--- src/rtl/cache_settings.svh ---
// Data cache geometry
`ifndef CACHE_SETTINGS_SVH
`define CACHE_SETTINGS_SVH

// --------------------------------------------------
// bus widths
`define CACHE_ADDR_W      32
`define CACHE_DATA_W      64
`define CACHE_STRB_W      8

// --------------------------------------------------
// line and array shape, 4 KiB in two ways
`define CACHE_LINE_BYTES  32
`define CACHE_WORDS       4    // 64-bit words per line
`define CACHE_SETS        64
`define CACHE_WAYS        2

// address fields, addr = {tag, index, offset}
`define CACHE_OFFSET_W    5
`define CACHE_INDEX_W     6
`define CACHE_TAG_W       21

`define CACHE_LINE_W      (`CACHE_LINE_BYTES * 8)

`endif

--- src/rtl/cache_pkg.sv ---
// Data cache shared types
`include "cache_settings.svh"

package cache_pkg;

  // --------------------------------------------------
  // address fields
  typedef logic [`CACHE_TAG_W-1:0]              tag_t;
  typedef logic [`CACHE_INDEX_W-1:0]            index_t;
  typedef logic [`CACHE_OFFSET_W-1:0]           offset_t;
  typedef logic [$clog2(`CACHE_WORDS)-1:0]      word_sel_t;  // offset[4:3]

  // --------------------------------------------------
  // data
  typedef logic [`CACHE_DATA_W-1:0]             word_t;
  typedef logic [`CACHE_STRB_W-1:0]             strb_t;
  typedef logic [`CACHE_LINE_W-1:0]             line_t;      // word 0 in the low bits
  typedef logic [`CACHE_WORDS-1:0]              word_en_t;

  typedef struct packed {
    tag_t tag;
    logic valid;
    logic dirty;  // line differs from memory
  } tag_entry_t;

  // controller states
  typedef enum logic [2:0] {
    IDLE       = 3'd0,
    LOOKUP     = 3'd1,
    WRITEBACK  = 3'd2,  // victim line out
    REFILL_REQ = 3'd3,  // line read request
    REFILL     = 3'd4   // beats coming back
  } miss_state_e;

endpackage

--- src/rtl/cache_access_stage.sv ---
// Cache tag compare and array writes
`timescale 1ns/1ps
`include "cache_settings.svh"

module cache_access_stage (
  input  logic                  i_lookup,
  input  logic                  i_req_op,
  input  cache_pkg::tag_t       i_req_tag,
  input  cache_pkg::word_sel_t  i_req_word,
  input  cache_pkg::strb_t      i_req_strb,
  input  cache_pkg::word_t      i_req_wdata,
  input  cache_pkg::tag_entry_t i_tag_rd [`CACHE_WAYS],
  input  cache_pkg::line_t      i_line_rd [`CACHE_WAYS],
  input  logic                  i_fill_way,
  input  logic                  i_fill_wen,    // refill beat this cycle
  input  cache_pkg::word_sel_t  i_fill_word,
  input  cache_pkg::word_t      i_fill_data,
  input  logic                  i_fill_last,
  output logic                  o_hit,
  output cache_pkg::word_t      o_hit_rdata,
  output logic [`CACHE_WAYS-1:0] o_tag_wen,
  output cache_pkg::tag_entry_t o_tag_wdata,
  output cache_pkg::word_en_t   o_line_wen [`CACHE_WAYS],
  output cache_pkg::line_t      o_line_wdata
);

  logic [`CACHE_WAYS-1:0]   hit_way;
  logic [`CACHE_DATA_W-1:0] byte_mask;
  logic                     store_hit;
  logic                     merge;
  cache_pkg::word_sel_t     slot;
  cache_pkg::word_t         base_word;
  cache_pkg::word_t         new_word;

  // --------------------------------------------------
  // tag compare and load word select
  always_comb begin
    o_hit_rdata = '0;
    for (int w = 0; w < `CACHE_WAYS; w++) begin
      hit_way[w]   = i_tag_rd[w].valid && (i_tag_rd[w].tag == i_req_tag);
      o_hit_rdata |= {`CACHE_DATA_W{hit_way[w]}}
                   & i_line_rd[w][i_req_word*`CACHE_DATA_W +: `CACHE_DATA_W];
    end
    for (int b = 0; b < `CACHE_STRB_W; b++) begin
      byte_mask[b*8 +: 8] = {8{i_req_strb[b]}};
    end
  end

  assign o_hit     = |hit_way;
  assign store_hit = i_lookup && i_req_op && o_hit;

  // --------------------------------------------------
  // word to write, store bytes merged on a hit or on the request's beat
  assign merge     = i_fill_wen ? (i_req_op && (i_fill_word == i_req_word)) : store_hit;
  assign base_word = i_fill_wen ? i_fill_data : o_hit_rdata;
  assign new_word  = merge ? ((base_word & ~byte_mask) | (i_req_wdata & byte_mask)) : base_word;
  assign slot      = i_fill_wen ? i_fill_word : i_req_word;

  assign o_line_wdata = {`CACHE_WORDS{new_word}};  // slot picked by enables

  always_comb begin
    for (int w = 0; w < `CACHE_WAYS; w++) begin
      o_line_wen[w] = ((store_hit && hit_way[w]) || (i_fill_wen && i_fill_way == w))
                    ? cache_pkg::word_en_t'(1) << slot : '0;
      o_tag_wen[w]  = (store_hit && hit_way[w])
                   || (i_fill_wen && i_fill_last && i_fill_way == w);
    end
  end

  // store hit sets dirty, a refill is dirty only for a store miss
  assign o_tag_wdata = '{tag: i_req_tag, valid: 1'b1, dirty: i_req_op};

endmodule

--- config.mk ---
export PLATFORM = sky130hd
export DESIGN_NAME = cache_access_stage
export DESIGN_NICKNAME = d
export VERILOG_FILES = /design/src/rtl/cache_pkg.sv /design/src/rtl/cache_access_stage.sv
export VERILOG_INCLUDE_DIRS = /design/src /design/src/rtl
export SDC_FILE = /design/constraint.sdc
export NUM_CORES = 1
export LEC_CHECK = 0
export BUFFER_PORTS_ARGS = -buffer_cell sky130_fd_sc_hd__buf_2
export CELL_PAD_IN_SITES_DETAIL_PLACEMENT = 1
export CELL_PAD_IN_SITES_GLOBAL_PLACEMENT = 2
export CORE_AREA = 2 2 419 421
export DETAILED_ROUTE_END_ITERATION = 8
export DIE_AREA = 0 0 421 423
export PLACE_DENSITY = 0.32
export SYNTH_ARGS = -nofsm -noshare
export SYNTH_HDL_FRONTEND = slang
export SYNTH_SLANG_ARGS = --single-unit
--- constraint.sdc ---
create_clock -name vclk -period 9.32
set_input_delay 1.864 -clock vclk [all_inputs]
set_output_delay 1.864 -clock vclk [all_outputs]
set_load 0.1 [all_outputs]
# Word-level counts from Yosys, hierarchy flattened
# Cells that the tools add are included.
[classes] add_sub_neg=0 multipliers=0 div=0 n_lt_le_gt_ge=0 n_eq_ne=3 n_shift=3 n_mux=6 n_bitwise=8 n_reduce_logical=17
[op_table] cell="$shiftx A256 B9 Y64" n=2
[op_table] cell="$and A64 B64 Y64" n=4
[op_table] cell="$mux W64" n=2
[op_table] cell="$or A64 B64 Y64" n=2
[op_table] cell="$not A64 Y64" n=1
[op_table] cell="$eq A21 B21 Y1" n=2
[op_table] cell="$logic_and A1 B1 Y1" n=12
[op_table] cell="$mux W4" n=2
[op_table] cell="$logic_or A1 B1 Y1" n=4
[op_table] cell="$shl A1 B2 Y4 const A" n=1
[op_table] cell="$eq A2 B2 Y1" n=1
[op_table] cell="$mux W2" n=1
[op_table] cell="$reduce_or A2 Y1" n=1
[op_table] cell="$mux W1" n=1
[op_table] cell="$not A1 Y1" n=1
[totals] reg_bits=0 latchBits=0 mem_bits_rw=0 mem_bits_ro=0 out_inout_bits=354 word_cells=37 memories=0

# Depth between registers and ports, before layout
[depth] ltp_word=8 mapped_depth=9 ltp_nobuf=6

# Least setup slack after synthesis
# No wires, ideal clock.
[synth_timing] kind="input port to output port" startpoint="in i_req_tag[20]" endpoint="out o_line_wdata[130]" t_arrival_ns=5.452 t_required_ns=7.456 setup_slack_ns=2.004 stages=9 cell_sequence="xor2_1 > nor4_1 > clkbuf_1 > buf_1 > nand3_1 > o31ai_1 > a21oi_1 > mux2i_1 > buf_4"
[synth_between] elab_chain_cells=8 word_cells_on_any_way=14
[synth_lines] item="start, declared" line="cache_access_stage.sv:8" rtl="input cache_pkg::tag_t i_req_tag,"
[synth_lines] item="$eq A21 B21 Y1" line="cache_access_stage.sv:40" rtl="hit_way[w] = i_tag_rd[w].valid && (i_tag_rd[w].tag == i_req_tag);"
[synth_lines] item="$logic_and A1 B1 Y1" line="cache_access_stage.sv:40"
[synth_lines] item="$and A64 B64 Y64" line="cache_access_stage.sv:41" rtl="o_hit_rdata |= {`CACHE_DATA_W{hit_way[w]}}"
[synth_lines] item="$or A64 B64 Y64" line="cache_access_stage.sv:41"
[synth_lines] item="$mux W64" line="cache_access_stage.sv:55" rtl="assign base_word = i_fill_wen ? i_fill_data : o_hit_rdata;"
[synth_lines] item="$and A64 B64 Y64" line="cache_access_stage.sv:56" rtl="assign new_word = merge ? ((base_word & ~byte_mask) | (i_req_wdata & byte_mask)) : base_word;"
[synth_lines] item="$or A64 B64 Y64" line="cache_access_stage.sv:56"
[synth_lines] item="$mux W64 (*)" line="cache_access_stage.sv:56"
[synth_lines] item="end, declared" line="cache_access_stage.sv:24" rtl="output cache_pkg::line_t o_line_wdata"
# Mark *: on every way between the ends. The rest lies on a longest branch, timed or not.

# Worst setup path after layout
[layout_timing] startpoint="in i_req_tag[7]" endpoint="out o_line_wdata[65]"
# The elaborated chain is that of the path after synthesis.

==> impl_metrics.ini <==
[sta]
timing.fmax_mhz = 129
setup_violations = 0
slew_headroom = 0.259
fin_crit_ns = 7.72
tightest_slew_ns = 1.08
rsz0062_at_grt = no
finalCritPeriodShare = 0.829
hold_viol_final = 0
fin_ws_ns = 1.60
fin_setup_tns_ns = 0
drv_slew = 0

[clocking]
post_cts_resized = 0
post-cts-setup-buffers = 0
cts_hold_buffers = 0

[detailed_routing]
met2_length_um = 56300
wl_per_cell_um = 25.4
drt-total-wl_um = 105000
wl_met1_um = 42300
viasPerCell = 2.79
ant_nets = 0
dr.pass1.iters = 4
initialDrtViolationCount = 622
drc = 0
dr_wl_met3_um = 5970
vias = 11500
highest_layer = met5

[logic_synthesis]
syn_inst = 990
synth_top_cell_area_share = 0.340
synth_area_leader_cell = mux4_2
ys_seq_area_frac = 0
synth_area_leaders = mux4_2 (34%), buf_4 (19%), mux2i_1 (7.6%), a22o_1 (6.6%), o31ai_1 (5.7%)
synth_cell_types = 35
syn_nets = 1714
syn_area_per_cell_um2 = 8.56
yosysWarnings = 0
syn_area_mm2 = 0.00848

[finish]
drive_above_1_share = 0.698
design_area_mm2 = 0.0152
nClkBuffers = 0
final_cell_mix = buf_2 (1072), mux4_2 (128), nand2_1 (70)
final_common_cell = buf_2
multi_input_area_mm2 = 0.00627
regArea_um2 = 0
syn2layout_area_growth_pct = 79.5
seq_cells = 0
fill_cells = 20900
nets = 2520

[job]
max_cap_violations = 0

[place]
gp_congestion = 0.837
place_ws_ns = 1.45
dp_hpwl_um = 92300
io_buffers = 1075
postPlaceCellArea_mm2 = 0.0152

[grt]
grt_pass1_wl_um = 132000
gr-usage-all-layers = 0.112
grt_pass1_vias = 12000
gr-total-overflow = 0
grt_max_degree = 77
antenna_found_initial = 36

[floorplan]
row_count = 153
fp.dieW_um = 421
coreArea_mm2 = 0.173
die_h_um = 423
ios = 1078
dieArea_mm2 = 0.178
start_util = 0.0489

[min_path]
hold_start = i_req_tag[13]
worstHoldPathCells = 2
hold_path_class = input pin to primary output
min_to = o_tag_wdata[15]

[outcome]
outcome = completed

[setup_path]
startpoint_type = input pin
critPathMaxFanout = 8
end_kind = primary output
required_ns = 7.46
crit_arrival_ns = 5.86
critPathKind = input pin to primary output
-- worst max path at each step --
stage	from	end	slack [ns]	depth (start not counted)
after CTS	i_req_tag[7]	o_line_wdata[133]	1.43	9
after global placement	i_req_tag[7]	o_line_wdata[134]	1.47	9
final	i_req_tag[7]	o_line_wdata[65]	1.60	9
after floorplan	i_req_tag[20]	o_line_wdata[130]	2.00	9
after global routing	i_req_tag[7]	o_line_wdata[133]	1.36	9
after detailed placement	i_req_tag[7]	o_line_wdata[133]	1.45	9
-- worst max-delay path, cell delays in order --
cell     delay (ns)
buf_2          0.15
xor2_1         0.19
nor4_1         0.67
nand4_1        0.40
o41ai_2        0.38
buf_4          0.35
o21ai_2        0.33
mux2i_1        0.92
buf_2          0.58
-- per-stage QoR --
| step | hold slack, ns | utilization | cells |
|---|---|---|---|
| 2_1_floorplan | 3.94 | - | 990 |
| 3_3_place_gp | 4.19 | 0.0876 | 4119 |
| 3_5_place_dp | 4.20 | 0.0876 | 4119 |
| 4_1_cts | 4.20 | 0.0876 | 4119 |
| 5_1_grt | 4.20 | 0.0877 | 4131 |
| 6_report | 4.19 | 0.0878 | 4139 |
-- synthesized netlist by cell type (all sizes together), types with 9 or more instances --
cell type	count
buf	258
mux4	128
nand2	70
inv	67
a21oi	65
nand3	65
a22o	64
mux2i	64
o31ai	64
clkbuf	46
xor2	40
nor2	13
nor4	11
o21ai	9
-- layout make-up --
cell class	count	area share
multi-input combinational	619	0.412
timing repair buffer	1108	0.377
inverter	67	0.0165
antenna	20	0.00329
tap	2325	0.191
-- kinds of logic (layout without fill, tap and decap cells) --
group | count (synthesis) | count (layout) | synth area share
multiplexers | 192 | 192 | 0.416
XOR/XNOR | 44 | 44 | 0.0455
AO/OA/AOI/OAI | 209 | 209 | 0.177
buffers and inverters | 371 | 1175 | 0.265
other | 1 | 21 | 0.000442
AND/OR/NAND/NOR | 173 | 173 | 0.0968
-- routing by layer --
metal,vias up,track usage
met5,-,0
met4,14,0.0169
met3,44,0.0219
met2,506,0.206
met1,5823,0.134
li1,5148,-
