## src/rtl/cache_settings.svh

```systemverilog
// Data cache geometry
`ifndef CACHE_SETTINGS_SVH
`define CACHE_SETTINGS_SVH

// --------------------------------------------------
// bus widths
`define CACHE_ADDR_W      32
`define CACHE_DATA_W      64
`define CACHE_STRB_W      8

// --------------------------------------------------
// line and array shape, 4 KiB in two ways
`define CACHE_LINE_BYTES  32
`define CACHE_WORDS       4    // 64-bit words per line
`define CACHE_SETS        64
`define CACHE_WAYS        2

// address fields, addr = {tag, index, offset}
`define CACHE_OFFSET_W    5
`define CACHE_INDEX_W     6
`define CACHE_TAG_W       21

`define CACHE_LINE_W      (`CACHE_LINE_BYTES * 8)

`endif

```

## src/rtl/cache_pkg.sv

```systemverilog
// Data cache shared types
`include "cache_settings.svh"

package cache_pkg;

  // --------------------------------------------------
  // address fields
  typedef logic [`CACHE_TAG_W-1:0]              tag_t;
  typedef logic [`CACHE_INDEX_W-1:0]            index_t;
  typedef logic [`CACHE_OFFSET_W-1:0]           offset_t;
  typedef logic [$clog2(`CACHE_WORDS)-1:0]      word_sel_t;  // offset[4:3]

  // --------------------------------------------------
  // data
  typedef logic [`CACHE_DATA_W-1:0]             word_t;
  typedef logic [`CACHE_STRB_W-1:0]             strb_t;
  typedef logic [`CACHE_LINE_W-1:0]             line_t;      // word 0 in the low bits
  typedef logic [`CACHE_WORDS-1:0]              word_en_t;

  typedef struct packed {
    tag_t tag;
    logic valid;
    logic dirty;  // line differs from memory
  } tag_entry_t;

  // controller states
  typedef enum logic [2:0] {
    IDLE       = 3'd0,
    LOOKUP     = 3'd1,
    WRITEBACK  = 3'd2,  // victim line out
    REFILL_REQ = 3'd3,  // line read request
    REFILL     = 3'd4   // beats coming back
  } miss_state_e;

endpackage

```

## src/rtl/cache_miss_ctrl.sv

```systemverilog
// Cache miss controller
`timescale 1ns/1ps
`include "cache_settings.svh"

module cache_miss_ctrl (
  input  logic                     i_clk,
  input  logic                     i_rst,
  input  logic                     i_accept,
  input  logic                     i_hit,
  input  cache_pkg::word_t         i_hit_rdata,
  input  logic                     i_req_op,
  input  cache_pkg::tag_t          i_req_tag,
  input  cache_pkg::index_t        i_req_index,
  input  cache_pkg::word_sel_t     i_req_word,
  input  cache_pkg::tag_entry_t    i_tag_rd [`CACHE_WAYS],
  input  cache_pkg::line_t         i_line_rd [`CACHE_WAYS],
  input  logic                     i_rd_rdy,
  input  logic                     i_ret_valid,
  input  logic                     i_ret_last,
  input  cache_pkg::word_t         i_ret_data,
  input  logic                     i_wr_rdy,
  output logic                     o_ready,
  output logic                     o_lookup,
  output logic                     o_clr,
  output cache_pkg::index_t        o_clr_index,
  output logic                     o_fill_way,
  output logic                     o_fill_wen,
  output cache_pkg::word_sel_t     o_fill_word,
  output cache_pkg::word_t         o_fill_data,
  output logic                     o_fill_last,
  output logic                     o_addr_ok,
  output logic                     o_data_ok,
  output cache_pkg::word_t         o_rdata,
  output logic                     o_rd_req,
  output logic [`CACHE_ADDR_W-1:0] o_rd_addr,
  output logic                     o_wr_req,
  output logic [`CACHE_ADDR_W-1:0] o_wr_addr,
  output cache_pkg::line_t         o_wr_data
);

  cache_pkg::miss_state_e state_q;
  cache_pkg::word_sel_t   beat_q;     // refill beats seen
  logic                   victim_q;
  logic                   rr_q;       // round-robin pick when both valid
  logic                   sweep_q;
  cache_pkg::index_t      sweep_idx_q;
  logic                   vic_way;
  logic                   vic_dirty;

  // --------------------------------------------------
  // victim choice, invalid way first
  always_comb begin
    if (!i_tag_rd[0].valid) vic_way = 1'b0;
    else if (!i_tag_rd[1].valid) vic_way = 1'b1;
    else vic_way = rr_q;
  end
  assign vic_dirty = i_tag_rd[vic_way].valid && i_tag_rd[vic_way].dirty;

  always_ff @(posedge i_clk) begin
    if (i_rst) begin
      state_q     <= cache_pkg::IDLE;
      beat_q      <= '0;
      rr_q        <= 1'b0;
      sweep_q     <= 1'b1;
      sweep_idx_q <= '0;
    end else begin
      if (sweep_q) begin  // one set per cycle
        sweep_idx_q <= sweep_idx_q + 1'b1;
        if (sweep_idx_q == cache_pkg::index_t'(`CACHE_SETS - 1)) sweep_q <= 1'b0;
      end
      case (state_q)
        cache_pkg::IDLE:       if (i_accept) state_q <= cache_pkg::LOOKUP;
        cache_pkg::LOOKUP: begin
          if (i_hit) begin
            state_q <= cache_pkg::IDLE;
          end else begin
            victim_q <= vic_way;
            if (i_tag_rd[0].valid && i_tag_rd[1].valid) rr_q <= ~rr_q;
            state_q  <= vic_dirty ? cache_pkg::WRITEBACK : cache_pkg::REFILL_REQ;
          end
        end
        cache_pkg::WRITEBACK:  if (i_wr_rdy) state_q <= cache_pkg::REFILL_REQ;
        cache_pkg::REFILL_REQ: begin
          beat_q <= '0;
          if (i_rd_rdy) state_q <= cache_pkg::REFILL;
        end
        cache_pkg::REFILL: begin
          if (i_ret_valid) beat_q <= beat_q + 1'b1;  // gaps stall the count
          if (i_ret_valid && i_ret_last) state_q <= cache_pkg::IDLE;
        end
        default:               state_q <= cache_pkg::IDLE;
      endcase
    end
  end

  // --------------------------------------------------
  // stage controls
  assign o_ready     = (state_q == cache_pkg::IDLE) && !sweep_q;
  assign o_lookup    = state_q == cache_pkg::LOOKUP;
  assign o_clr       = sweep_q;
  assign o_clr_index = sweep_idx_q;
  assign o_fill_way  = victim_q;
  assign o_fill_wen  = (state_q == cache_pkg::REFILL) && i_ret_valid;
  assign o_fill_word = beat_q;
  assign o_fill_data = i_ret_data;
  assign o_fill_last = i_ret_last;

  // CPU side, critical word forwarded on its beat
  assign o_addr_ok = o_ready;
  assign o_data_ok = (o_lookup && i_hit) || (o_fill_wen && beat_q == i_req_word);
  assign o_rdata   = i_req_op ? '0 : (o_lookup ? i_hit_rdata : i_ret_data);  // loads only

  // memory side, whole lines
  assign o_rd_req  = state_q == cache_pkg::REFILL_REQ;
  assign o_rd_addr = {i_req_tag, i_req_index, {`CACHE_OFFSET_W{1'b0}}};
  assign o_wr_req  = state_q == cache_pkg::WRITEBACK;
  assign o_wr_addr = {i_tag_rd[victim_q].tag, i_req_index, {`CACHE_OFFSET_W{1'b0}}};
  assign o_wr_data = i_line_rd[victim_q];  // arrays hold the set during write-back

endmodule

```

## config.mk

```make
export PLATFORM = sky130hd
export DESIGN_NAME = cache_miss_ctrl
export DESIGN_NICKNAME = d
export VERILOG_FILES = /design/src/rtl/cache_pkg.sv /design/src/rtl/cache_miss_ctrl.sv
export VERILOG_INCLUDE_DIRS = /design/src /design/src/rtl
export SDC_FILE = /design/constraint.sdc
export NUM_CORES = 1
export LEC_CHECK = 0
export BUFFER_PORTS_ARGS = -buffer_cell sky130_fd_sc_hd__buf_4
export CAP_MARGIN = 20
export CELL_PAD_IN_SITES_DETAIL_PLACEMENT = 0
export CELL_PAD_IN_SITES_GLOBAL_PLACEMENT = 1
export CORE_AREA = 3 3 466 468
export CTS_CLUSTER_DIAMETER = 30
export DETAILED_ROUTE_END_ITERATION = 7
export DIE_AREA = 0 0 469 471
export HOLD_SLACK_MARGIN = 0.1
export PLACE_DENSITY_LB_ADDON = 0.1
export SYNTH_ARGS = -nofsm -noshare
export SYNTH_HDL_FRONTEND = slang
export SYNTH_SLANG_ARGS = --single-unit
```

## constraint.sdc

```tcl
create_clock -name i_clk -period 1.9 [get_ports i_clk]
set_input_delay 0.285 -clock i_clk [delete_from_list [all_inputs] [get_ports i_clk]]
set_output_delay 0.285 -clock i_clk [all_outputs]
set_load 0.1 [all_outputs]
```

# After elaboration in Yosys (flattened, before gate mapping)
# Cells that the tools add are included.
# word_totals
regBits	14
elab_cells	65
inputBits	724
out_inout_bits	466
# classes
n_bitwise	5
magnitude_cmp	2
muxes	24
n_eq_ne	11
n_addsub	2
n_reduce_logical	15
# ops
operator	count
256-bit 2-to-1 mux	3
64-bit 2-to-1 mux	2
23-bit 2-to-1 mux	3
3-bit one-hot mux with 5 select lines	1
3-bit 2-to-1 mux	4
2-bit 2-to-1 mux	5
2-bit != test, second input constant	5
1-bit logical AND	7
6-bit by 1-bit adder with 6-bit output, second input constant	1
3-bit by 2-bit equality test with 1-bit output, second input constant	2
6-bit equality test, second input constant	1
3-bit AND reduction	2
1-bit 2-to-1 mux	5
2-bit >= comparator, second input constant	2
1-bit NOT with 2-bit output	2
2-bit one-hot mux with 2 select lines	1
4-bit AND reduction	1
3-bit by 1-bit equality test with 1-bit output, second input constant	1
3-bit equality test, second input constant	1
3-bit zero test	1
1-bit NOT	3
2-bit by 1-bit adder with 2-bit output, second input constant	1
2-bit equality test	1
2-bit AND reduction	1
3 further kinds	3

# Longest topological paths before layout
# logic_depth
word_depth	10
depth_mapped	8

# Worst setup path before layout
# No wires, ideal clock.
# synth_path
kind	reg-to-output
start	reg sweep_q (netlist: o_clr)
end	out o_ready
path_slack_ns	-2.960
stages_incl_launch_ff	4
arrival_ns	4.575
path_cell_list	dfxtp_1 -> clkbuf_1 -> nor4_1 -> buf_4
# synth_between
elab_chain_len	2
# synth_rtl
element	line_no	source
start: declaration	cache_miss_ctrl.sv:45	logic sweep_q;
start signal: assignment	cache_miss_ctrl.sv:64	sweep_q <= 1'b1;
start signal: assignment	cache_miss_ctrl.sv:69	if (sweep_idx_q == cache_pkg::index_t'(`CACHE_SETS - 1)) sweep_q <= 1'b0;
1-bit zero test	cache_miss_ctrl.sv:98	assign o_ready = (state_q == cache_pkg::IDLE) && !sweep_q;
1-bit logical AND	cache_miss_ctrl.sv:98	
end: declaration	cache_miss_ctrl.sv:22	output logic o_ready,
# Every way passes these cells.

# Worst setup path in the final report
# layout_path
start	reg state_q[2]
end	out o_rdata[12]
# layout_between
elab_chain_len	3
# layout_rtl
element	line_no	source
start: declaration	cache_miss_ctrl.sv:41	cache_pkg::miss_state_e state_q;
start signal: assignment	cache_miss_ctrl.sv:61	state_q <= cache_pkg::IDLE;
start signal: assignment	cache_miss_ctrl.sv:72	cache_pkg::IDLE: if (i_accept) state_q <= cache_pkg::LOOKUP;
start signal: assignment	cache_miss_ctrl.sv:75	state_q <= cache_pkg::IDLE;
3-bit by 1-bit equality test with 1-bit output	cache_miss_ctrl.sv:99	assign o_lookup = state_q == cache_pkg::LOOKUP;
64-bit 2-to-1 mux (2 in a row)	cache_miss_ctrl.sv:111	assign o_rdata = i_req_op ? '0 : (o_lookup ? i_hit_rdata : i_ret_data);
end: declaration	cache_miss_ctrl.sv:33	output cache_pkg::word_t o_rdata,
# Every way passes these cells.

==> flow_summary.ini <==
[floorplan]
core_area_mm2 = 0.214
rows = 170
die_x_um = 469
die_h_um = 471
initial_core_util = 0.0267
die_area_mm2 = 0.221
ios = 1190

[synth]
synth_top_area_cell = mux2_2
synth-seq-cells = 14
ys.flop_type = dfxtp_1
synth_commonest_cells = 277 x mux2_2, 134 x nand2_1, 113 x buf_4, 68 x a21oi_1, 27 x clkbuf_1
yosysUniqueCellTypes = 40
async_reset_ff_frac = 0
syn-cell-area_mm2 = 0.00571
yosysWarnings = 0
synth.most_common_cell = mux2_2
syn-instance-count = 714
synth.area.top_cells = mux2_2 55%, buf_4 15%, nand2_1 8.8%, a21oi_1 6.0%, dfxtp_1 4.6%
netlist.area_leader.share = 0.547
syn_area_per_cell_um2 = 7.99
synth.yosys.seq_area_share = 0.0509
synth_enable_flop_cells = 1

[grt]
gr-total-overflow = 0
grt_pass1_vias = 11300
grt_max_degree = 26
grt_pass1_wl_um = 148000
antenna_found_initial = 17
gr-usage-all-layers = 0.105

[sta]
period_share = 1.17
finClkSkew_ns = 0.000866
fmax_mhz = 450
finalSetupViolations = 343
finalHoldViolCount = 0
rsz0062_at_grt = true
setup_ws_ns = -0.321
period_minus_slack_ns = 2.22
slew_viol_final = 0

[setup_path]
timing.setup.critical_path_class = register to output pin
crit_arrival_ns = 1.94
cp_max_fo = 8
critPathCaptureType = output pin
reg2reg_to = rr_q$_SDFFE_PP0P_
crit_slowest_cell = or3b_4
max_stage_delay_ns = 0.48
reg2reg_slack_ns = 0.09
worstReg2RegStart = state_q[2]$_SDFFE_PP0P_
worstPathCellList = or3b_4, inv_16, buf_12, buf_16, nand2_4, a21oi_4, buf_12
cp-start-kind = register
crit_path_frequent_cell = buf_12
required_ns = 1.62
worst-path-buf-inv = 4
ff2ff_path_depth = 5
path_delay_family = buffers and inverters

[hold_path]
holdCritPathClass = input pin to register
hp-start = i_rst
min_path_cells = 2
holdPathEnd = o_clr_index[5]$_SDFFE_PP0P_

[routing]
vias = 10000
vias_per_cell = 2.18
wire_per_inst_um = 27.0
drt_iter0_drc = 284
drc = 0
postRouteAntennaNets = 0
drt-pass1-iter-count = 4
routed_wl_um = 125000

[cells_and_area]
area_delta_synth_final_pct = 276
drive_gt1_frac = 0.935
final_util = 0.100
fin_nets = 2490
fin_area_mm2 = 0.0215

[flow_run]
cap_violations = 0

[outcome]
status = finished, violations left
violations = setup timing

[clocking]
clock-sinks = 14
clock_latency_ns = 0.25
htree_levels = 1
clock_path_buffers = 2
clk_pin_slew_ns = 0.05
cts_buffers = 3
cts_tree = yes
cts_root_buffer = clkbuf_16

[placed_design]
placed_area_mm2 = 0.0190
dpl.hpwl_um = 115000
place.port_buffers = 1119
gp_congestion = 0.919

[pwr]
p_leak_nw = 9.40
irDropWorstVdd_mv = 0.416
p_per_area_mw_per_mm2 = 643
==> how the worst max path moves through the flow <==
stage,startpoint,to,slack (ns),cells past startpoint
final,state_q[2]$_SDFFE_PP0P_,o_rdata[12],-0.32,7
after detailed placement,state_q[0]$_SDFFE_PP0P_,o_rdata[22],-0.24,6
after CTS,state_q[0]$_SDFFE_PP0P_,o_rdata[18],-0.36,7
after floorplan,o_fill_way$_DFFE_PP_,o_wr_data[105],-0.62,4
after global routing,state_q[2]$_SDFFE_PP0P_,o_rdata[18],-0.38,7
after global placement,state_q[0]$_SDFFE_PP0P_,o_rdata[22],-0.24,6
==> repair_timing <==
item,CTS,global route
resized for setup,352,143
pin swaps,37,13
endpoints found under the setup margin,344,345
hold endpoints to repair,0,0
buffers inserted,17,5
cloned,9,2
hold buffers,0,0
==> placed cells by master, fill, tap and decap left out, types with 4 or more instances in the layout <==
| cell | netlist | routed |
|---|---|---|
| buf_12 | 0 | 137 |
| nand2_4 | 0 | 73 |
| buf_8 | 0 | 15 |
| mux2_2 | 277 | 178 |
| a21oi_1 | 68 | 4 |
| buf_16 | 0 | 16 |
| nand2_2 | 0 | 18 |
| buf_4 | 113 | 980 |
| nor2_1 | 8 | 8 |
| a21oi_4 | 0 | 64 |
| nand2_1 | 134 | 43 |
| conb_1 | 1 | 10 |
| mux2_4 | 0 | 99 |
| dfxtp_1 | 13 | 10 |
| diode_2 | 0 | 4 |
| buf_6 | 1 | 53 |
| clkbuf_16 | 0 | 5 |
==> logic make-up after synthesis <==
kind of cell,after synthesis,synth area share
AOI/OAI and AO/OA,79,0.0739
xor gates and xnor gates,6,0.00921
adders and majority gates,1,0.00219
buffers and inverters,170,0.193
DFF,14,0.0509
muxes,280,0.552
other,1,0.000657
and+or+nand+nor,163,0.118
==> stage by stage <==
| step | hold slack (ns) | cells | setup TNS, ns | worst slack [ns] | total power [W] |
|---|---|---|---|---|---|
| finish | 0.355 | 4606 | -65.32 | -0.321 | 0.0138 |
| global route | 0.367 | 4603 | -87.64 | -0.382 | 0.0144 |
| CTS | 0.361 | 4601 | -84.57 | -0.365 | 0.0140 |
| detailed placement | 0.510 | 4572 | -21.12 | -0.242 | 0.0121 |
| global placement | 0.522 | 4572 | -17.31 | -0.244 | 0.0122 |
| floorplan | 0.386 | 723 | -180.42 | -0.624 | 0.00847 |
==> cell type report <==
cell class	instances	area [um^2]
sequential	14	297
clock buffer	4	78.8
timing repair buffer	1204	11400
antenna	4	10.0
tap	2838	3550
inverter	3	27.5
fill	24900	193000
multi-input combinational	539	6060
==> power by group <==
group	internal (W)	total [W]	switching [W]	leakage (nW)
registers	0.000315	0.000330	0.0000153	0.116
clock network	0.000285	0.000427	0.000141	0.0382
logic	0.00425	0.0131	0.00881	9.24
==> worst reg2reg max path, stage by stage (launching register included) <==
cell     delay [ns]
dfxtp_2        0.31
or3b_4         0.48
buf_12         0.20
buf_4          0.15
or4_1          0.46
a21oi_1        0.15
==> flip-flops by register name, indices dropped and copies added, names as in the netlist <==
register     count
o_clr_index      6
state_q          3
o_fill_word      2
o_clr            1
o_fill_way       1
rr_q             1
==> layer usage <==
metal	GRT usage	wire length, um
met5	0	13
met4	0.00448	596
met3	0.0472	14400
met2	0.203	66200
met1	0.108	43300
Note: power is estimated with default switching activity, not from simulation.
