===== src/rtl/cache_settings.svh =====
// Data cache geometry
`ifndef CACHE_SETTINGS_SVH
`define CACHE_SETTINGS_SVH

// --------------------------------------------------
// bus widths
`define CACHE_ADDR_W      32
`define CACHE_DATA_W      64
`define CACHE_STRB_W      8

// --------------------------------------------------
// line and array shape, 4 KiB in two ways
`define CACHE_LINE_BYTES  32
`define CACHE_WORDS       4    // 64-bit words per line
`define CACHE_SETS        64
`define CACHE_WAYS        2

// address fields, addr = {tag, index, offset}
`define CACHE_OFFSET_W    5
`define CACHE_INDEX_W     6
`define CACHE_TAG_W       21

`define CACHE_LINE_W      (`CACHE_LINE_BYTES * 8)

`endif


===== src/rtl/cache_pkg.sv =====
// Data cache shared types
`include "cache_settings.svh"

package cache_pkg;

  // --------------------------------------------------
  // address fields
  typedef logic [`CACHE_TAG_W-1:0]              tag_t;
  typedef logic [`CACHE_INDEX_W-1:0]            index_t;
  typedef logic [`CACHE_OFFSET_W-1:0]           offset_t;
  typedef logic [$clog2(`CACHE_WORDS)-1:0]      word_sel_t;  // offset[4:3]

  // --------------------------------------------------
  // data
  typedef logic [`CACHE_DATA_W-1:0]             word_t;
  typedef logic [`CACHE_STRB_W-1:0]             strb_t;
  typedef logic [`CACHE_LINE_W-1:0]             line_t;      // word 0 in the low bits
  typedef logic [`CACHE_WORDS-1:0]              word_en_t;

  typedef struct packed {
    tag_t tag;
    logic valid;
    logic dirty;  // line differs from memory
  } tag_entry_t;

  // controller states
  typedef enum logic [2:0] {
    IDLE       = 3'd0,
    LOOKUP     = 3'd1,
    WRITEBACK  = 3'd2,  // victim line out
    REFILL_REQ = 3'd3,  // line read request
    REFILL     = 3'd4   // beats coming back
  } miss_state_e;

endpackage


===== src/rtl/cache_req_stage.sv =====
// Cache request capture
`timescale 1ns/1ps
`include "cache_settings.svh"

module cache_req_stage (
  input  logic                 i_clk,
  input  logic                 i_rst,
  input  logic                 i_valid,
  input  logic                 i_op,          // 1 store, 0 load
  input  cache_pkg::tag_t      i_tag,
  input  cache_pkg::index_t    i_index,
  input  cache_pkg::offset_t   i_offset,
  input  cache_pkg::strb_t     i_wstrb,
  input  cache_pkg::word_t     i_wdata,
  input  logic                 i_ready,
  input  logic                 i_clr,         // reset sweep running
  input  cache_pkg::index_t    i_clr_index,
  output logic                 o_accept,
  output logic                 o_req_op,
  output cache_pkg::tag_t      o_req_tag,
  output cache_pkg::index_t    o_req_index,
  output cache_pkg::word_sel_t o_req_word,
  output cache_pkg::strb_t     o_req_strb,
  output cache_pkg::word_t     o_req_wdata,
  output cache_pkg::index_t    o_ram_index
);

  assign o_accept = i_valid && i_ready;

  always_ff @(posedge i_clk) begin
    if (i_rst) o_req_op <= 1'b0;
    else if (o_accept) o_req_op <= i_op;
    if (o_accept) begin
      o_req_tag   <= i_tag;
      o_req_index <= i_index;
      o_req_word  <= i_offset[`CACHE_OFFSET_W-1:3];  // byte offset inside word dropped
      o_req_strb  <= i_wstrb;
      o_req_wdata <= i_wdata;
    end
  end

  // RAMs see the new set in the accept cycle so LOOKUP has the read data
  assign o_ram_index = i_clr    ? i_clr_index :
                       o_accept ? i_index     : o_req_index;

endmodule


===== config.mk =====
export PLATFORM = sky130hd
export DESIGN_NAME = cache_req_stage
export DESIGN_NICKNAME = d
export VERILOG_FILES = /design/src/rtl/cache_pkg.sv /design/src/rtl/cache_req_stage.sv
export VERILOG_INCLUDE_DIRS = /design/src /design/src/rtl
export SDC_FILE = /design/constraint.sdc
export NUM_CORES = 1
export LEC_CHECK = 0
export ABC_AREA = 0
export BUFFER_PORTS_ARGS = -buffer_cell sky130_fd_sc_hd__buf_2
export CAP_MARGIN = 20
export CORE_UTILIZATION = 41
export DETAILED_ROUTE_END_ITERATION = 16
export PLACE_DENSITY_LB_ADDON = 0.1
export SYNTH_ARGS = -nofsm -noshare
export SYNTH_HDL_FRONTEND = slang
export SYNTH_SLANG_ARGS = --single-unit

===== constraint.sdc =====
create_clock -name i_clk -period 3 [get_ports i_clk]
set_input_delay 0.15 -clock i_clk [delete_from_list [all_inputs] [get_ports i_clk]]
set_output_delay 0.15 -clock i_clk [all_outputs]
set_load 0.01 [all_outputs]

* Word-level counts from Yosys, hierarchy flattened
Index checks and enable logic that the tools add are counted.
Storage, ports and cells: register bits after elaboration 102, bits in latches 0, memory bits (writable) 0, memory bits (read-only) 0, input port bits 116, output and inout port bits 109, memories 0
Cells by class: add/subtract/negate cells 0, $mul 0, divide/modulo/power cells 0, order comparisons 0, eq/ne operators 0, shifts and indexed selects 0, mux-type cells 2, bitwise logic cells 0, reductions and logical operators 1
Operator list (count):
- $mux 6 | 2
- $logic_and 1x1->1 | 1

* Depth between registers and ports, before layout
Gate-level depths: netlist of run 1.
depth in word-level cells 3, depth in mapped cells 3

* Worst setup path after synthesis of run 1
Ideal clock, no wire load.
path type input port to flip-flop, from input i_valid, to register o_req_strb[0] (enable), arrival 2.266 ns, data required time 2.548 ns, path slack 0.283 ns, stages 3, path buffers 1, cell sequence nand2_2 buf_6 inv_1
Between the ends: word-level cells in the longest chain between the ends 1
RTL lines:
- start, declared | RTL line cache_req_stage.sv:8 | input logic i_valid,
- $logic_and 1x1->1 | RTL line cache_req_stage.sv:28 | assign o_accept = i_valid && i_ready;
- net o_accept | RTL line cache_req_stage.sv:18 | output logic o_accept,
- end signal, assigned | RTL line cache_req_stage.sv:37 | o_req_strb <= i_wstrb;
- end, declared | RTL line cache_req_stage.sv:23 | output cache_pkg::strb_t o_req_strb,
The timed path passes the listed nets, and every way through them passes these cells. A chain may end at the register's enable or synchronous reset.

* Final worst setup path of run 1
from input i_valid, to output o_accept
Between the ends: word-level cells in the longest chain between the ends 1
RTL lines (RTL line):
- $logic_and 1x1->1 | cache_req_stage.sv:28
- end, declared | cache_req_stage.sv:18
Every way passes these cells.

==> key figures, run 1 <==
Run status
  • Status: complete, no violations

Timing
  • Final Hold Viols: 0
  • Max_slew headroom: 76.1%
  • Setup slack after layout: 1380 ps
  • Crit path time final: 1620 ps
  • Unrepaired setup endpoints after global routing: false
  • Final Setup Violations: 0
  • F_max: 617 MHz
  • Least-Margin Pin Slew: 358 ps
  • Post-route setup TNS: 0 ps
  • Final worst-path cycle share: 54.0%
  • Skew final: 0 ps
  • Max Slew Vio Count: 0

Global routing
  • Gr ovfl total: 0
  • Largest net degree at the start of global routing: 51
  • Vias in the first global route: 2547
  • Initial antenna violation count: 0
  • Tot GR Track Use: 19.7%
  • First-pass GRT wire length: 12.4 mm

Synth
  • Xor and xnor area share after synthesis: 0%
  • Largest family of logic cells by synthesized area: simple AND/OR/NAND/NOR gates
  • Mux contribution to synthesized area: 2.39%
  • Mapped Nets: 249
  • Distinct cells, synth: 15
  • Post-synthesis simple-gate area fraction: 3.94%
  • Seq/Total Area, Yosys: 90.6%
  • Compound-gate portion of the synthesized area: 2.27%
  • FF+latch count, synth: 102
  • Syn avg cell area: 24.8 um2
  • Post-Synth Adder-Cell Area: 0%
  • Syn Inst Count: 133
  • Synth Cell Area: 3300 um2
  • Warnings from Yosys: 0

Finish
  • Finished Core Util: 73.7%
  • Area grow syn2layout: 73.3%
  • Non-filler cells, final: 568
  • Finished Cell Area: 5720 um2
  • N_diodes: 0
  • Most common cell after layout, fill and taps aside: buf_2
  • Fill cell count: 528
  • Most frequent cells in the layout: 221 x buf_2, 96 x dlygate4sd3_1, 95 x edfxtp_1, 9 x clkbuf_8, 7 x dfxtp_1
  • Share of cells above drive strength 1: 54.7%
  • Final nets: 577

Worst setup path
  • Cell breakdown of the critical path: buf_2 > nand2_2 > clkinv_2 > buf_4 > buf_2
  • Kind of critical path: input port to primary output
  • CP peak stage delay: 360 ps
  • CP dominant cell by count: buf_2
  • Crit start category: input port
  • Worst EP required: 2850 ps
  • Worst R2R Start: o_req_op$_SDFFE_PP0N_
  • Crit end category: primary output
  • CP max stage cell: buf_4
  • Critical path arrival: 1470 ps
  • Crit path max fanout: 30
  • CP Launch Point: i_valid

Routing
  • DRT Pass-1 Iters: 4
  • Vias: 2491
  • Final WL: 8.31 mm
  • Antenna violation net count after detailed routing: 0
  • Vias/cell: 4.39
  • DRT iter0 DRCs: 77
  • Wire length per cell: 14.6 um
  • # DRC: 0

Power and ir drop
  • Worst vdd ir: 0.300 mV
  • Pwr/cell area: 532 nW/um2
  • LEAKAGE: 0.00248 uW

Place
  • Dpl hpwl: 5.40 mm
  • Routability cong.: 0.726
  • I/O Buffers: 221
  • Setup WS pre-CTS: 1360 ps
  • Dpl cell area: 4540 um2
  • Placed Instances: 456

Floorplanning
  • Core box area: 7770 um2
  • Standard-cell rows: 32
  • Die X: 91.8 um
  • DIE AREA: 8420 um2
  • IO Pins: 225
  • Die height: 91.8 um
  • Initial Utilization: 42.5%

Clock network
  • CTS clock-pin slew for the worst setup and hold paths: 90 ps
  • Clock latency on the worst-skew pair: 340 ps
  • CTS root buffer: clkbuf_8
  • CTS Buf Count: 9
  • H-tree depth: 3
  • CTS tree: built
  • Clock Sinks: 102
  • CTS max path bufs: 2

Min path
  • HP Class: input port to flip-flop
  • Hold wc startpoint: i_index[0]

Run
  • Max_cap viols: 0
-- flip-flops by register name (all words and copies together), names as in the netlist --
register,cells
o_req_op,1
o_req_index,6
o_req_wdata,64
o_req_tag,21
o_req_word,2
o_req_strb,8
-- metrics by stage --
step                hold WS, ps  total power, uW
global route               21.7             3160
CTS                        19.9             3070
finish                     41.5             3040
detailed placement          308             2040
floorplan                   219             1860
global placement            305             2040
-- final cells by class --
type | instances | area (um2) | area share [%]
Tap cell | 102 | 128 | 2.23
Inverter | 1 | 5.00 | 0.0874
Timing Repair Buffer | 319 | 2090 | 36.6
Clock buffer | 10 | 128 | 2.23
Multi-Input combinational cell | 28 | 284 | 4.96
Clock inverter | 6 | 92.6 | 1.62
Sequential cell | 102 | 2990 | 52.3
-- cell usage after synthesis --
| master | instances | share of area [%] |
|---|---|---|
| nand2_2 | 1 | 0.19 |
| dfxtp_1 | 7 | 4.2 |
| and4b_2 | 2 | 0.68 |
| edfxtp_1 | 95 | 86 |
| a21bo_2 | 1 | 0.30 |
| nand3_1 | 1 | 0.15 |
| a221o_1 | 6 | 1.8 |
| and2b_2 | 3 | 0.80 |
| mux2_2 | 3 | 1.0 |
| and4b_1 | 4 | 1.2 |
| a21oi_1 | 1 | 0.15 |
| and2b_4 | 3 | 0.91 |
| mux2_4 | 3 | 1.4 |
| inv_1 | 1 | 0.11 |
| buf_6 | 2 | 0.68 |
-- worst paths after layout --
kind                       endpoint  slack (ps)  cells after the start
max                        o_accept        1380                      5
min          o_req_index[0]$_DFF_P_          40                      2
max reg2reg   o_req_op$_SDFFE_PP0N_        2280                      2
min reg2reg  o_req_index[5]$_DFF_P_         520                      1
-- worst max-delay path: cells and delay by family --
family	cells	cell delay [ps]
buffers and inverters	4	1040
and+or+nand+nor	1	260
-- cell families (layout without fill, tap and decap cells) --
logic type,after synthesis,after routing
buffers and inverters,3,336
muxes,6,6
AOI/OAI and AO/OA,8,8
DFF,102,102
and+or+nand+nor,14,14
-- report_power, final --
part / switching [uW] / leakage (uW) / total (uW) / internal, uW
logic: 181 / 0.00142 / 419 / 237
clock network: 455 / 0.000104 / 932 / 476
registers: 28.8 / 0.000950 / 1690 / 1660
total: 666 / 0.00248 / 3040 / 2380
-- metal layers --
layer  part of all wire (%)  track usage [%]
met5                      0                0
met4                    1.6             8.33
met3                    6.3             4.23
met1                     37             22.0
met2                     55             36.2
-- repair_timing --
item / in CTS / in global routing
buffers inserted: 0 / 0
hold endpoints to repair: 96 / 0
hold buffers: 96 / 0
setup endpoints to repair: 0 / 0
resized for setup: 0 / 0
Power figures use the tool's default switching activity.
==> run 2, diff against run 1 <==
- ABC_AREA: 0 -> 1
- clock period: 3 -> 1.7 ns (I/O delays scaled with it)
==> key figures, run 2 <==
Worst setup path
  • Top delay family on crit path: buffers and inverters
  • WP buf/inv: 4 (unchanged)
  • Crit start category: input port
  • Kind of critical path: input port to primary output
  • CP max stage cell: clkinv_2
  • Cell breakdown of the critical path: buf_2 > nand2_4 > clkinv_2 > buf_12 > buf_2
  • Crit end category: primary output
  • Worst R2R Start: o_req_index[4]$_DFF_P_
  • Critical path arrival: 1150 ps (-320 ps)
  • Crit path max fanout: 25 (-17%)
  • CP Launch Point: i_valid
  • CP peak stage delay: 330 ps (-30 ps)
  • Worst EP required: 1620 ps (-1230 ps)
  • CP dominant cell by count: buf_2

Timing
  • Crit path time final: 1230 ps
  • Max Slew Vio Count: 0 (unchanged)
  • Max_slew headroom: 74.2% (-1.9 points)
  • F_max: 810 MHz
  • Least-Margin Pin Slew: 386 ps (+27.9 ps)
  • Post-route setup TNS: 0 ps (unchanged)
  • Final Hold Viols: 0 (unchanged)
  • Fin Hold WS: 60.1 ps (+18.5 ps)
  • Final Setup Violations: 0 (unchanged)
  • Skew final: 0 ps (unchanged)
  • Final worst-path cycle share: 72.6%
  • Unrepaired setup endpoints after global routing: false

Min path
  • Hold wc startpoint: i_index[2]
  • HP Class: input port to flip-flop

Synth
  • Distinct cells, synth: 10 (-5)
  • Largest area contributor in the netlist: edfxtp_1
  • Mapped Nets: 272 (+9.2%)
  • Most used DFF post-synth: edfxtp_1
  • Synth top area share: 88.1% (+1.7 points)
  • Count leader, synth: edfxtp_1
  • Top cells by count, synth: 95 x edfxtp_1, 18 x nand2_1, 13 x inv_1
  • Post-synth EDFFs: 95 (unchanged)
  • Seq/Total Area, Yosys: 92.4% (+1.8 points)
  • Warnings from Yosys: 0 (unchanged)
  • Synth top area cells: edfxtp_1 88%, dfxtp_1 4.3%, nand2_1 2.1%
  • Post-synth ARST share: 0% (unchanged)
  • Syn avg cell area: 20.8 um2 (-16%)
  • Syn Inst Count: 156 (+17%)
  • Synth Cell Area: 3240 um2 (-2.0%)
  • FF+latch count, synth: 102 (unchanged)

Finish
  • Most common cell after layout, fill and taps aside: buf_2
  • Top Registers: o_req_wdata: 64 flops, o_req_tag: 21 flops, o_req_strb: 8 flops
  • Number of flip-flops under the largest register name: 64 (unchanged)
  • Area grow syn2layout: 75.7%
  • N_diodes: 0 (unchanged)
  • Most frequent cells in the layout: 221 x buf_2, 97 x dlygate4sd3_1, 95 x edfxtp_1, 18 x nand2_1, 13 x inv_1
  • Finished Cell Area: 5690 um2 (-0.59%)
  • Share of cells above drive strength 1: 48.7% (-6.0 points)
  • Largest Register: o_req_wdata
  • Final nets: 604 (+4.7%)

Clock network
  • CTS-repair resized insts: 0 (unchanged)
  • CTS Buf Count: 9 (unchanged)
  • CTS clock-pin slew for the worst setup and hold paths: 90 ps (about the same)
  • CTS max path bufs: 2 (unchanged)
  • Clock latency on the worst-skew pair: 330 ps (about the same)
  • CTS root buffer: clkbuf_8
  • Clock Sinks: 102 (unchanged)
  • H-tree depth: 3 (unchanged)
  • CTS tree: built
  • Setup Fix Bufs, Post-CTS: 0 (unchanged)
  • CTS hold repair buffers: 97 (+1.0%)

Routing
  • DRT Pass-1 Iters: 4 (unchanged)
  • Antenna violation net count after detailed routing: 0 (unchanged)
  • Wire length per cell: 14.1 um (-3.7%)
  • Vias/cell: 4.27 (-2.5%)
  • # DRC: 0 (unchanged)
  • Vias: 2543 (+2.1%)
  • Final WL: 8.38 mm (+0.93%)
  • DRT iter0 DRCs: 78 (+1.3%)

Floorplanning
  • Die X: 90.9 um (-0.97%)
  • Initial Utilization: 42.1% (-0.40 points)
  • IO Pins: 225 (unchanged)
  • Standard-cell rows: 32 (unchanged)
  • DIE AREA: 8260 um2 (-1.9%)
  • Core box area: 7690 um2 (-1.0%)
  • Die height: 90.9 um (-0.97%)

Global routing
  • Vias in the first global route: 2713 (+6.5%)
  • Initial antenna violation count: 0 (unchanged)
  • First-pass GRT wire length: 12.9 mm (+3.7%)
  • Gr ovfl total: 0 (unchanged)
  • Tot GR Track Use: 21.0% (+1.3 points)
  • Largest net degree at the start of global routing: 32 (-37%)

Place
  • Routability cong.: 0.785 (+8.2%)
  • Dpl hpwl: 5.39 mm (-0.25%)
  • I/O Buffers: 221 (unchanged)
  • Dpl cell area: 4530 um2 (-0.25%)

Run status
  • Status: complete, no violations

Power and ir drop
  • LEAKAGE: 0.00253 uW (+1.9%)
  • Worst vdd ir: 0.649 mV (+120%)
  • Pwr/cell area: 905 nW/um2 (+70%)

Run
  • Max_cap viols: 0 (unchanged)
[run 2: changes by cell type in the layout (fill, tap and decap cells not counted), moves of 2 or more]
cell,previous run,this run
a221o_1,6,0
and2_1,0,6
and2b_2,3,0
and2b_4,3,0
and4b_1,4,0
and4b_2,2,0
buf_12,1,3
clkinv_2,1,3
inv_1,0,13
mux2_2,3,0
mux2_4,3,0
nand2_1,0,18
nand3_1,1,12
nor2_1,0,2
[run 2: where the power goes]
group          switching [uW]  leakage (uW)  internal, uW
Sequential               43.4      0.000950          2930
Combinational             331       0.00148           397
Clock                     769     0.0000941           677
Total                    1140       0.00253          4010
[run 2: kinds of logic after synthesis]
| logic type | count (synthesis) | share of synthesized area, % |
|---|---|---|
| simple gates | 39 | 5.68 |
| buf+inv | 14 | 1.66 |
| flops | 102 | 92.4 |
| compound gates | 1 | 0.232 |
[run 2: layout make-up]
| type | count | area [um2] |
|---|---|---|
| Inverter | 14 | 53.8 |
| Clock buffer | 10 | 128 |
| Clock inverter | 6 | 60.1 |
| Tap cell | 102 | 128 |
| Sequential cell | 102 | 2990 |
| Fill cell | 524 | 2000 |
| Timing Repair Buffer | 321 | 2140 |
| Multi-Input combinational cell | 40 | 191 |
[run 2: per-layer routing]
| metal | vias up | track usage, % | wire (um) | part of all wire (%) |
|---|---|---|---|---|
| li1 | 1232 | - | - | - |
| met3 | 22 | 4.88 | 568 | 6.8 |
| met4 | 0 | 10.4 | 260 | 3.1 |
| met2 | 132 | 40.0 | 4650 | 56 |
| met5 | - | 0 | 0 | 0 |
| met1 | 1157 | 21.1 | 2900 | 35 |
[run 2: path summary, 6_finish.rpt]
check | to | slack, ps | cells after the start
setup / recovery | o_accept | 470 | 5
hold / removal | o_req_index[2]$_DFF_P_ | 60 | 4
setup reg to reg | o_req_index[4]$_DFF_P_ | 1020 | 3
hold reg to reg | o_req_op$_SDFFE_PP0N_ | 510 | 2
[run 2: tightest hold or removal path, delay by kind of cell]
kind	cells	cell delay [ps]
buf+inv	2	100
simple gates	2	190
[run 2: stage by stage]
stage                     instances  setup slack, ps  total power [uW]  util (%)
final                           595              466              5150      74.0
after detailed placement        482              419              3580      59.0
after global placement          482              425              3570      59.0
after floorplan                 156             8.84              3240         -
after CTS                       595              458              5200      74.0
after global routing            595              372              5360      74.0
